`src/include/motion_consts.svh`:
```
`ifndef MOTION_CONSTS_SVH
`define MOTION_CONSTS_SVH

// Axis count, one SPI axis field covers up to four
`define NUM_AXES 4

// Queue depth per axis, also the credits each axis starts with
`define AXIS_CREDITS 2
`define CREDIT_W 2

// Move word field widths
`define STEPS_W 15
`define PERIOD_W 12

// Step pulse shape in CLK cycles
`define STEP_PULSE_CYCLES 2
`define MIN_PERIOD 4

`endif

```
`src/rtl/motion_pkg.sv`:
```
`include "motion_consts.svh"

package motion_pkg;

  typedef enum logic [1:0] {
    op_nop    = 2'd0,
    op_move   = 2'd1,
    op_config = 2'd2
  } opcode_t;

  typedef struct packed {
    opcode_t              opcode;
    logic [1:0]           axis;
    logic                 dir;
    logic [`STEPS_W-1:0]  steps;
    logic [`PERIOD_W-1:0] period;
  } move_view_t;

  typedef struct packed {
    opcode_t     opcode;
    logic [1:0]  axis;
    logic [25:0] reserved;
    logic        invert_dir;
    logic        enable;
  } config_view_t;

  // One SPI word, read as a move or as a config write by opcode
  typedef union packed {
    move_view_t   move;
    config_view_t cfg;
  } cmd_word_u;

  typedef struct packed {
    logic [7:0]           reserved_hi;
    logic [7:0]           reject_count;
    logic [`NUM_AXES-1:0] credit_avail;
    logic [`NUM_AXES-1:0] enabled;
    logic [`NUM_AXES-1:0] busy;
    logic                 move_done;
    logic [2:0]           reserved_lo;
  } status_word_t;

endpackage

```
`src/rtl/axis_cmd_if.sv`:
```
`include "motion_consts.svh"

// One move or config transfer toward an axis, credits flow back
interface axis_cmd_if;
  logic                 cmd_valid;     // Single-cycle strobe
  logic                 is_config;
  logic                 dir;
  logic [`STEPS_W-1:0]  steps;
  logic [`PERIOD_W-1:0] period;
  logic                 invert_dir;
  logic                 enable;
  logic                 credit_return; // One pulse per freed queue slot

  modport dispatch (
    output cmd_valid, is_config, dir, steps, period, invert_dir, enable,
    input  credit_return
  );

  modport axis (
    input  cmd_valid, is_config, dir, steps, period, invert_dir, enable,
    output credit_return
  );

  modport monitor (
    input cmd_valid, is_config, dir, steps, period, invert_dir, enable, credit_return
  );
endinterface

```
`src/rtl/motion_top.sv`:
```
`include "motion_consts.svh"

module motion_top (
  input  logic                 CLK,
  input  logic                 resetn,
  input  logic                 sck,
  input  logic                 cs,
  input  logic                 copi,
  input  logic                 halt,
  output logic                 cipo,
  output logic [`NUM_AXES-1:0] step,
  output logic [`NUM_AXES-1:0] dir,
  output logic [`NUM_AXES-1:0] buffer_dtr,
  output logic                 move_done
);
  logic                     word_valid;
  motion_pkg::cmd_word_u    word;
  motion_pkg::status_word_t status_word;
  logic [`NUM_AXES-1:0]     credit_avail;
  logic [`NUM_AXES-1:0]     busy;
  logic [7:0]               reject_count;

  axis_cmd_if axis_bus [`NUM_AXES] ();

  spi_frame_rx u_spi (
    .CLK         (CLK),
    .resetn      (resetn),
    .sck         (sck),
    .cs          (cs),
    .copi        (copi),
    .cipo        (cipo),
    .status_word (status_word),
    .word_valid  (word_valid),
    .word        (word)
  );

  move_dispatcher u_dispatch (
    .CLK          (CLK),
    .resetn       (resetn),
    .word_valid   (word_valid),
    .word         (word),
    .axis         (axis_bus),
    .credit_avail (credit_avail),
    .reject_count (reject_count)
  );

  for (genvar g = 0; g < `NUM_AXES; g++) begin : g_axis
    step_axis u_axis (
      .CLK    (CLK),
      .resetn (resetn),
      .halt   (halt),
      .cmd    (axis_bus[g]),
      .step   (step[g]),
      .dir    (dir[g]),
      .busy   (busy[g])
    );
  end

  status_collector u_status (
    .CLK          (CLK),
    .resetn       (resetn),
    .busy         (busy),
    .credit_avail (credit_avail),
    .reject_count (reject_count),
    .mon          (axis_bus),
    .status_word  (status_word),
    .move_done    (move_done)
  );

  assign buffer_dtr = credit_avail;  // High while an axis can take another move
endmodule

```
`src/rtl/move_dispatcher.sv`:
```
`include "motion_consts.svh"

module move_dispatcher (
  input  logic                  CLK,
  input  logic                  resetn,
  input  logic                  word_valid,
  input  motion_pkg::cmd_word_u word,
  axis_cmd_if.dispatch          axis [`NUM_AXES],
  output logic [`NUM_AXES-1:0]  credit_avail,
  output logic [7:0]            reject_count
);
  logic                 is_move;
  logic                 is_cfg;
  logic                 period_ok;
  logic                 accept;
  logic                 reject;
  logic                 pl_is_config;
  logic                 pl_dir;
  logic                 pl_invert;
  logic                 pl_enable;
  logic [`STEPS_W-1:0]  pl_steps;
  logic [`PERIOD_W-1:0] pl_period;

  assign is_move   = word_valid && (word.move.opcode == motion_pkg::op_move);
  assign is_cfg    = word_valid && (word.cfg.opcode == motion_pkg::op_config);
  assign period_ok = (word.move.period >= `MIN_PERIOD);  // Room for pulse and low time
  assign accept    = is_move && period_ok && credit_avail[word.move.axis];
  assign reject    = is_move && !accept;

  // Payload shared by all axes, the valid strobe selects one
  always_ff @(posedge CLK) begin
    if (word_valid) begin
      pl_is_config <= is_cfg;
      pl_dir       <= word.move.dir;
      pl_steps     <= word.move.steps;
      pl_period    <= word.move.period;
      pl_invert    <= word.cfg.invert_dir;
      pl_enable    <= word.cfg.enable;
    end
  end

  always_ff @(posedge CLK) begin
    if (!resetn)
      reject_count <= 8'd0;
    else if (reject && (reject_count != 8'hff))
      reject_count <= reject_count + 8'd1;
  end

  for (genvar i = 0; i < `NUM_AXES; i++) begin : g_axis
    logic [`CREDIT_W-1:0] credits;
    logic                 sel;
    logic                 take;
    logic                 valid_q;

    assign sel  = (word.move.axis == i);
    assign take = accept && sel;

    always_ff @(posedge CLK) begin
      if (!resetn) begin
        valid_q <= 1'b0;
        credits <= `AXIS_CREDITS;
      end else begin
        valid_q <= sel && (accept || is_cfg);
        case ({take, axis[i].credit_return})
          2'b10:   credits <= credits - 1'b1;
          2'b01:   credits <= credits + 1'b1;
          default: credits <= credits;  // Both or neither cancel out
        endcase
      end
    end

    assign credit_avail[i]      = (credits != '0);
    assign axis[i].cmd_valid    = valid_q;
    assign axis[i].is_config    = pl_is_config;
    assign axis[i].dir          = pl_dir;
    assign axis[i].steps        = pl_steps;
    assign axis[i].period       = pl_period;
    assign axis[i].invert_dir   = pl_invert;
    assign axis[i].enable       = pl_enable;

    // Axis must never hand back more than was sent; an underflow wraps above the limit too
    assert property (@(posedge CLK) disable iff (!resetn) credits <= `AXIS_CREDITS);
  end
endmodule

```
`src/rtl/spi_frame_rx.sv`:
```
module spi_frame_rx (
  input  logic                     CLK,
  input  logic                     resetn,
  input  logic                     sck,
  input  logic                     cs,
  input  logic                     copi,
  output logic                     cipo,
  input  motion_pkg::status_word_t status_word,
  output logic                     word_valid,
  output motion_pkg::cmd_word_u    word
);
  logic [2:0]  sck_r;   // Two sync stages plus one for edge detect
  logic [2:0]  cs_r;
  logic [1:0]  copi_r;
  logic        sck_rise;
  logic        sck_fall;
  logic        cs_rise;
  logic        cs_fall;
  logic        active;
  logic [5:0]  bit_cnt;
  logic [31:0] rx_shift;
  logic [31:0] tx_shift;

  always_ff @(posedge CLK) begin
    if (!resetn) begin
      sck_r  <= 3'b000;
      cs_r   <= 3'b111;  // Bus idle, no frame
      copi_r <= 2'b00;
    end else begin
      sck_r  <= {sck_r[1:0], sck};
      cs_r   <= {cs_r[1:0], cs};
      copi_r <= {copi_r[0], copi};
    end
  end

  assign sck_rise = sck_r[1] & ~sck_r[2];
  assign sck_fall = ~sck_r[1] & sck_r[2];
  assign cs_fall  = ~cs_r[1] & cs_r[2];
  assign cs_rise  = cs_r[1] & ~cs_r[2];
  assign active   = ~cs_r[1];

  always_ff @(posedge CLK) begin
    if (!resetn) begin
      bit_cnt    <= 6'd0;
      tx_shift   <= 32'd0;
      word_valid <= 1'b0;
    end else begin
      if (cs_fall) begin
        bit_cnt  <= 6'd0;
        tx_shift <= status_word;  // Reply snapshot for this frame
      end else if (active && sck_rise) begin
        if (bit_cnt != 6'd63)
          bit_cnt <= bit_cnt + 6'd1;  // Saturates so long frames stay invalid
      end else if (active && sck_fall) begin
        tx_shift <= {tx_shift[30:0], 1'b0};
      end
      word_valid <= cs_rise && (bit_cnt == 6'd32);
    end
  end

  always_ff @(posedge CLK) begin
    if (active && sck_rise)
      rx_shift <= {rx_shift[30:0], copi_r[1]};  // MSB first
  end

  assign word = rx_shift;
  assign cipo = tx_shift[31];
endmodule

```
`src/rtl/status_collector.sv`:
```
`include "motion_consts.svh"

module status_collector (
  input  logic                     CLK,
  input  logic                     resetn,
  input  logic [`NUM_AXES-1:0]     busy,
  input  logic [`NUM_AXES-1:0]     credit_avail,
  input  logic [7:0]               reject_count,
  axis_cmd_if.monitor              mon [`NUM_AXES],
  output motion_pkg::status_word_t status_word,
  output logic                     move_done
);
  logic [`NUM_AXES-1:0] enabled;
  logic [`NUM_AXES-1:0] pending;

  for (genvar i = 0; i < `NUM_AXES; i++) begin : g_mon
    logic [`CREDIT_W-1:0] in_flight;  // Moves sent but not yet popped
    logic                 en_q;
    logic                 sent;

    assign sent = mon[i].cmd_valid && !mon[i].is_config;

    always_ff @(posedge CLK) begin
      if (!resetn) begin
        en_q      <= 1'b0;
        in_flight <= '0;
      end else begin
        if (mon[i].cmd_valid && mon[i].is_config)
          en_q <= mon[i].enable;
        case ({sent, mon[i].credit_return})
          2'b10:   in_flight <= in_flight + 1'b1;
          2'b01:   in_flight <= in_flight - 1'b1;
          default: in_flight <= in_flight;
        endcase
      end
    end

    assign enabled[i] = en_q;
    assign pending[i] = (in_flight != '0);
  end

  assign move_done = ~|busy && ~|pending;

  always_comb begin
    status_word              = '0;
    status_word.reject_count = reject_count;
    status_word.credit_avail = credit_avail;
    status_word.enabled      = enabled;
    status_word.busy         = busy;
    status_word.move_done    = move_done;
  end
endmodule

```
`src/rtl/step_axis.sv`:
```
`include "motion_consts.svh"

module step_axis (
  input  logic     CLK,
  input  logic     resetn,
  input  logic     halt,
  axis_cmd_if.axis cmd,
  output logic     step,
  output logic     dir,
  output logic     busy
);
  logic                 q_dir    [2];
  logic [`STEPS_W-1:0]  q_steps  [2];
  logic [`PERIOD_W-1:0] q_period [2];
  logic                 rd_ptr;
  logic [1:0]           q_cnt;
  logic                 wr_idx;
  logic                 enabled;
  logic                 invert;
  logic                 push;
  logic                 pop;
  logic                 rise;
  logic                 fall;
  logic [1:0]           ret_pend;   // Credits owed to the dispatcher
  logic [`STEPS_W-1:0]  steps_left;
  logic [`PERIOD_W-1:0] period_q;
  logic [`PERIOD_W-1:0] cnt;        // Cycles since last rising edge

  assign push   = cmd.cmd_valid && !cmd.is_config;
  assign pop    = enabled && !busy && (q_cnt != 2'd0) && !halt;
  assign wr_idx = rd_ptr ^ q_cnt[0];
  assign rise   = busy && !step && (steps_left != '0) && (cnt == period_q);
  assign fall   = step && (cnt == `STEP_PULSE_CYCLES);
  assign cmd.credit_return = (ret_pend != 2'd0);

  always_ff @(posedge CLK) begin
    if (push) begin
      q_dir[wr_idx]    <= cmd.dir;
      q_steps[wr_idx]  <= cmd.steps;
      q_period[wr_idx] <= cmd.period;
    end
  end

  always_ff @(posedge CLK) begin
    if (!resetn) begin
      rd_ptr   <= 1'b0;
      q_cnt    <= 2'd0;
      enabled  <= 1'b0;
      invert   <= 1'b0;
      ret_pend <= 2'd0;
    end else begin
      if (cmd.cmd_valid && cmd.is_config) begin
        enabled <= cmd.enable;
        invert  <= cmd.invert_dir;
      end
      if (halt) begin
        q_cnt    <= 2'd0;  // Everything queued, plus any arriving move, is handed back
        ret_pend <= ret_pend - 2'(cmd.credit_return) + q_cnt + 2'(push);
      end else begin
        rd_ptr   <= rd_ptr ^ pop;
        q_cnt    <= q_cnt + 2'(push) - 2'(pop);
        ret_pend <= ret_pend - 2'(cmd.credit_return) + 2'(pop);
      end
    end
  end

  always_ff @(posedge CLK) begin
    if (!resetn) begin
      busy <= 1'b0;
      step <= 1'b0;
      dir  <= 1'b0;
    end else if (halt) begin
      busy <= 1'b0;
      step <= 1'b0;
    end else if (pop) begin
      busy <= 1'b1;
      dir  <= q_dir[rd_ptr] ^ invert;  // Held until the next pop
    end else if (fall) begin
      step <= 1'b0;
      busy <= (steps_left != '0);
    end else if (busy && !step && (steps_left == '0)) begin
      busy <= 1'b0;  // Zero-step move
    end else if (rise) begin
      step <= 1'b1;
    end
  end

  always_ff @(posedge CLK) begin
    if (pop) begin
      steps_left <= q_steps[rd_ptr];
      period_q   <= q_period[rd_ptr];
      cnt        <= q_period[rd_ptr];  // First edge right after the pop
    end else if (rise) begin
      steps_left <= steps_left - 1'b1;
      cnt        <= 1;
    end else begin
      cnt <= cnt + 1'b1;
    end
  end

  // Dispatcher credits keep a full queue from being written
  assert property (@(posedge CLK) disable iff (!resetn) push |-> (q_cnt != 2'd2));
endmodule

```
`config.mk`:
```
export PLATFORM = sky130hd
export DESIGN_NAME = motion_top
export DESIGN_NICKNAME = d
export VERILOG_FILES = /design/src/rtl/motion_pkg.sv /design/src/rtl/axis_cmd_if.sv /design/src/rtl/motion_top.sv /design/src/rtl/move_dispatcher.sv /design/src/rtl/spi_frame_rx.sv /design/src/rtl/status_collector.sv /design/src/rtl/step_axis.sv
export VERILOG_INCLUDE_DIRS = /design/src /design/src/include
export SDC_FILE = /design/constraint.sdc
export NUM_CORES = 1
export LEC_CHECK = 0
export BUFFER_PORTS_ARGS = -buffer_cell sky130_fd_sc_hd__buf_2
export CAP_MARGIN = 5
export CORE_ASPECT_RATIO = 1.5
export CORE_MARGIN = 4
export CORE_UTILIZATION = 60
export CTS_CLUSTER_SIZE = 8
export DETAILED_ROUTE_END_ITERATION = 7
export PLACE_DENSITY = 0.8
export RECOVER_POWER = 100
export SLEW_MARGIN = 25
export SYNTH_ARGS = -nofsm -noshare
export SYNTH_HDL_FRONTEND = slang
export SYNTH_SLANG_ARGS = --single-unit
```
`constraint.sdc`:
```
create_clock -name CLK -period 4.3 [get_ports CLK]
set_input_delay 0.645 -clock CLK [delete_from_list [all_inputs] [get_ports CLK]]
set_output_delay 0.645 -clock CLK [all_outputs]
set_load 0.02 [all_outputs]
```
==> run_results.csv <==
group,metric,value,unit
sta,fin_hold_ws,0.260,ns
critical_path,cpPeakStageDelay,0.69,ns
grt,grt_usage,23.6,%
yosys,mappedNetlistNets,1840,
layout,nNetsFinal,1875,
job,maxCapViolCount,14,
sta,skew,0.0183,ns
yosys,synthFlopType,"edfxtp_1",
power,p_leak,8.98,nW
power,power.density,471,nW/um^2
cts,root_buffer,"clkbuf_16",
critical_path,critical_path_class,"reg2reg",
placement,io_buffers,19,
grt,use_met1,28.5,%
grt,top_usage_layer,"met2",
yosys,synth_cell_type_count,61,
status,violations,"max-capacitance violations, max-slew violations",
sta,period_share,79.6,%
sta,max_slew_margin,-36.2,%
route,viasPerCell,5.93,
critical_path,critPathSlowestCell,"nor4_1",
grt,grt_overflow,0,
layout,postLayoutCoreUtil,67.7,%
yosys,synth_edf_count,393,
grt,met2_usage,40.6,%
grt,grt_pass1_vias,14500,
die,die_y,250,um
critical_path,setup.worst_path.end_class,"flop",
power,power,12.3,mW
critical_path,path_cells,"or4_1 -> or3_2 -> nor4_1 -> o21ai_0 -> clkbuf_1",
layout,layout_common_cells,"393 x edfxtp_1, 164 x dfxtp_1, 158 x nand2_1",
yosys,ys_seq_area_share,64.6,%
grt,grt_max_degree,54,
die,dieArea,42200,sq um
placement,dp_hpwl,30900,um
layout,drive_above_1_share,7.63,%
min_path,hold_class,"in2reg",
placement,gp_congestion,0.867,
die,io_pins,20,
sta,rsz0062_at_grt,"no",
route,wl,49400,um
critical_path,r2r_end,"g_axis[2].u_axis.steps_left[10]",
yosys,syn-instance-count,1795,
route,num_vias,14100,
cts,cts.repair.resized,0,
yosys,avgSynthCellArea,13.0,sq um
sta,worst_slew_pin_slew,2.04,ns
sta,fmax,292,MHz
grt,antenna_found_initial,0,
yosys,netlist_area,23400,sq um
cts,cts_tree,"yes",
critical_path,cp-endpoint,"g_axis[2].u_axis.steps_left[10]",
die,start_util,60.8,%
critical_path,required,4.54,ns
yosys,synthArstFlopShare,0,%
yosys,ys_ff_latch,557,
die,dieWidth,169,um
layout,antennaDiodeCount,0,
cts,cts.path.max_buffers,3,
grt,grtUsageMet3,4.36,%
cts,insertion_delay,0.58,ns
die,fp-row-count,88,
yosys,yosysWarnings,0,
sta,min_period,3.42,ns
cts,htree_num_levels,3,
cts,cts_setup_buffers,0,
critical_path,critPathLaunchType,"flop",
grt,grt_pass1_wl,78400,um
sta,maxSlewViolCount,390,
critical_path,reg2reg_depth,5,
critical_path,regToRegSetupSlack,0.88,ns
cts,path_clk_slew,0.05,ns
status,status,"finished with violations",
critical_path,reg2reg_from,"g_axis[2].u_axis.steps_left[4]",
min_path,min_from,"cs",
die,core-area,38400,sq um
sta,setup_viol,0,
critical_path,critical_path_arrival,3.66,ns
cts,cts.hold.buffers_added,0,
route,routedWlPerCell,20.7,um
critical_path,worstSetupStartpoint,"g_axis[2].u_axis.steps_left[4]",
cts,cts.sinks,557,
layout,final_common_cell,"edfxtp_1",
sta,hold_violations,0,
cts,numCtsBuffers,79,
route,firstDrtPassIters,5,
route,drt_iter0_markers,863,
route,drc_errors,0,
route,postRouteAntennaNets,0,
layout,nFillCells,2552,
layout,syn2layout_area_growth,11.4,%
sta,setup-tns-final,0,ns
power,ir_drop,0.000344,V
critical_path,path_max_fanout,11,
## cells by family (layout without fill, tap and decap cells)
logic type,after synthesis,after routing,share of synthesized area (%)
buf+inv,139,232,2.45
xor+xnor,175,175,6.56
compound gates,252,252,7.91
simple gates,546,546,12.3
fa+ha+maj,39,39,2.22
flops,557,557,64.6
mux,87,87,3.98
## area by class of cell
| cell class | instances | area [sq um] | area share (%) |
|---|---|---|---|
| sequential | 557 | 15100 | 58.0 |
| tap | 495 | 619 | 2.38 |
| inverter | 48 | 180 | 0.692 |
| multi-input combinational | 1099 | 7670 | 29.5 |
| clock buffer | 138 | 2240 | 8.61 |
| clock inverter | 1 | 5.00 | 0.0192 |
| timing repair buffer | 45 | 214 | 0.822 |
## state kept, by name, summed over array words and instances, names as in the netlist, 12 cells and up, named ones only
signal,count
g_axis.u_axis.q_period,96
u_dispatch.axis.steps,15
g_axis.u_axis.cnt,48
u_spi.tx_shift,29
g_axis.u_axis.steps_left,60
g_axis.u_axis.period_q,48
u_spi.word,32
g_axis.u_axis.q_steps,120
u_dispatch.axis.period,12
## stage by stage
| step | instance area, sq um | cells | setup WS, ns |
|---|---|---|---|
| floorplan | 23400 | 1795 | 0.662 |
| global placement | 23900 | 2244 | 1.52 |
| detailed placement | 23900 | 2244 | 1.39 |
| CTS | 26200 | 2383 | 1.61 |
| global route | 26000 | 2383 | 0.718 |
| finish | 26000 | 2383 | 0.876 |
## power by group
part	total (mW)	switching (mW)	leakage, nW	internal [mW]
Sequential	6.09	0.251	4.86	5.84
Combinational	0.538	0.258	3.04	0.280
Clock	5.62	2.14	1.07	3.48
## per-layer routing
metal	vias up	part of all wire, %
met5	-	0
li1	6622	-
met2	397	52
met1	7017	39
met4	0	4.7
met3	101	5.0
## cell usage after synthesis (9+ instances only)
cell type | instances | area share, %
mux2_2 | 47 | 2.3
or4_1 | 21 | 0.68
dfxtp_1 | 164 | 14
clkbuf_1 | 71 | 1.1
o21ai_0 | 29 | 0.62
ha_1 | 35 | 1.9
a21oi_1 | 55 | 1.2
xor2_1 | 100 | 3.8
nand3_1 | 58 | 1.2
a21boi_0 | 22 | 0.71
nor3b_1 | 9 | 0.29
nor4_1 | 21 | 0.56
buf_4 | 9 | 0.29
or3_1 | 10 | 0.27
a31oi_1 | 11 | 0.29
nor4b_1 | 10 | 0.37
nor3_1 | 26 | 0.56
o31ai_1 | 16 | 0.51
inv_1 | 48 | 0.77
a211oi_1 | 42 | 1.4
nor2b_1 | 43 | 1.2
xnor2_1 | 75 | 2.8
nand2b_1 | 20 | 0.54
o211a_1 | 22 | 0.94
o31ai_2 | 17 | 0.91
mux2i_1 | 40 | 1.7
nand4_1 | 14 | 0.37
edfxtp_1 | 393 | 51
and2_1 | 36 | 0.96
o211ai_1 | 10 | 0.32
nand2_1 | 158 | 2.5
nor2_1 | 82 | 1.3
## worst min-delay path by stage
stage | slack, ns | end | depth (start not counted)
after floorplan | 0.39 | u_spi.word[0] | 0
after global placement | 0.39 | u_spi.cs_r[1] | 1
after detailed placement | 0.39 | u_spi.word[0] | 0
after CTS | 0.22 | u_spi.cs_r[0] | 2
after global routing | 0.26 | u_spi.cs_r[0] | 2
final | 0.26 | u_spi.cs_r[0] | 2
## worst max-delay path, delay by kind of cell, from the launching register on
kind / cells / cell delay, ns
DFF: 1 / 0.47
and+or+nand+nor: 3 / 1.79
buffers and inverters: 1 / 0.40
AOI/OAI and AO/OA: 1 / 0.42
(Power assumes the default switching activity.)
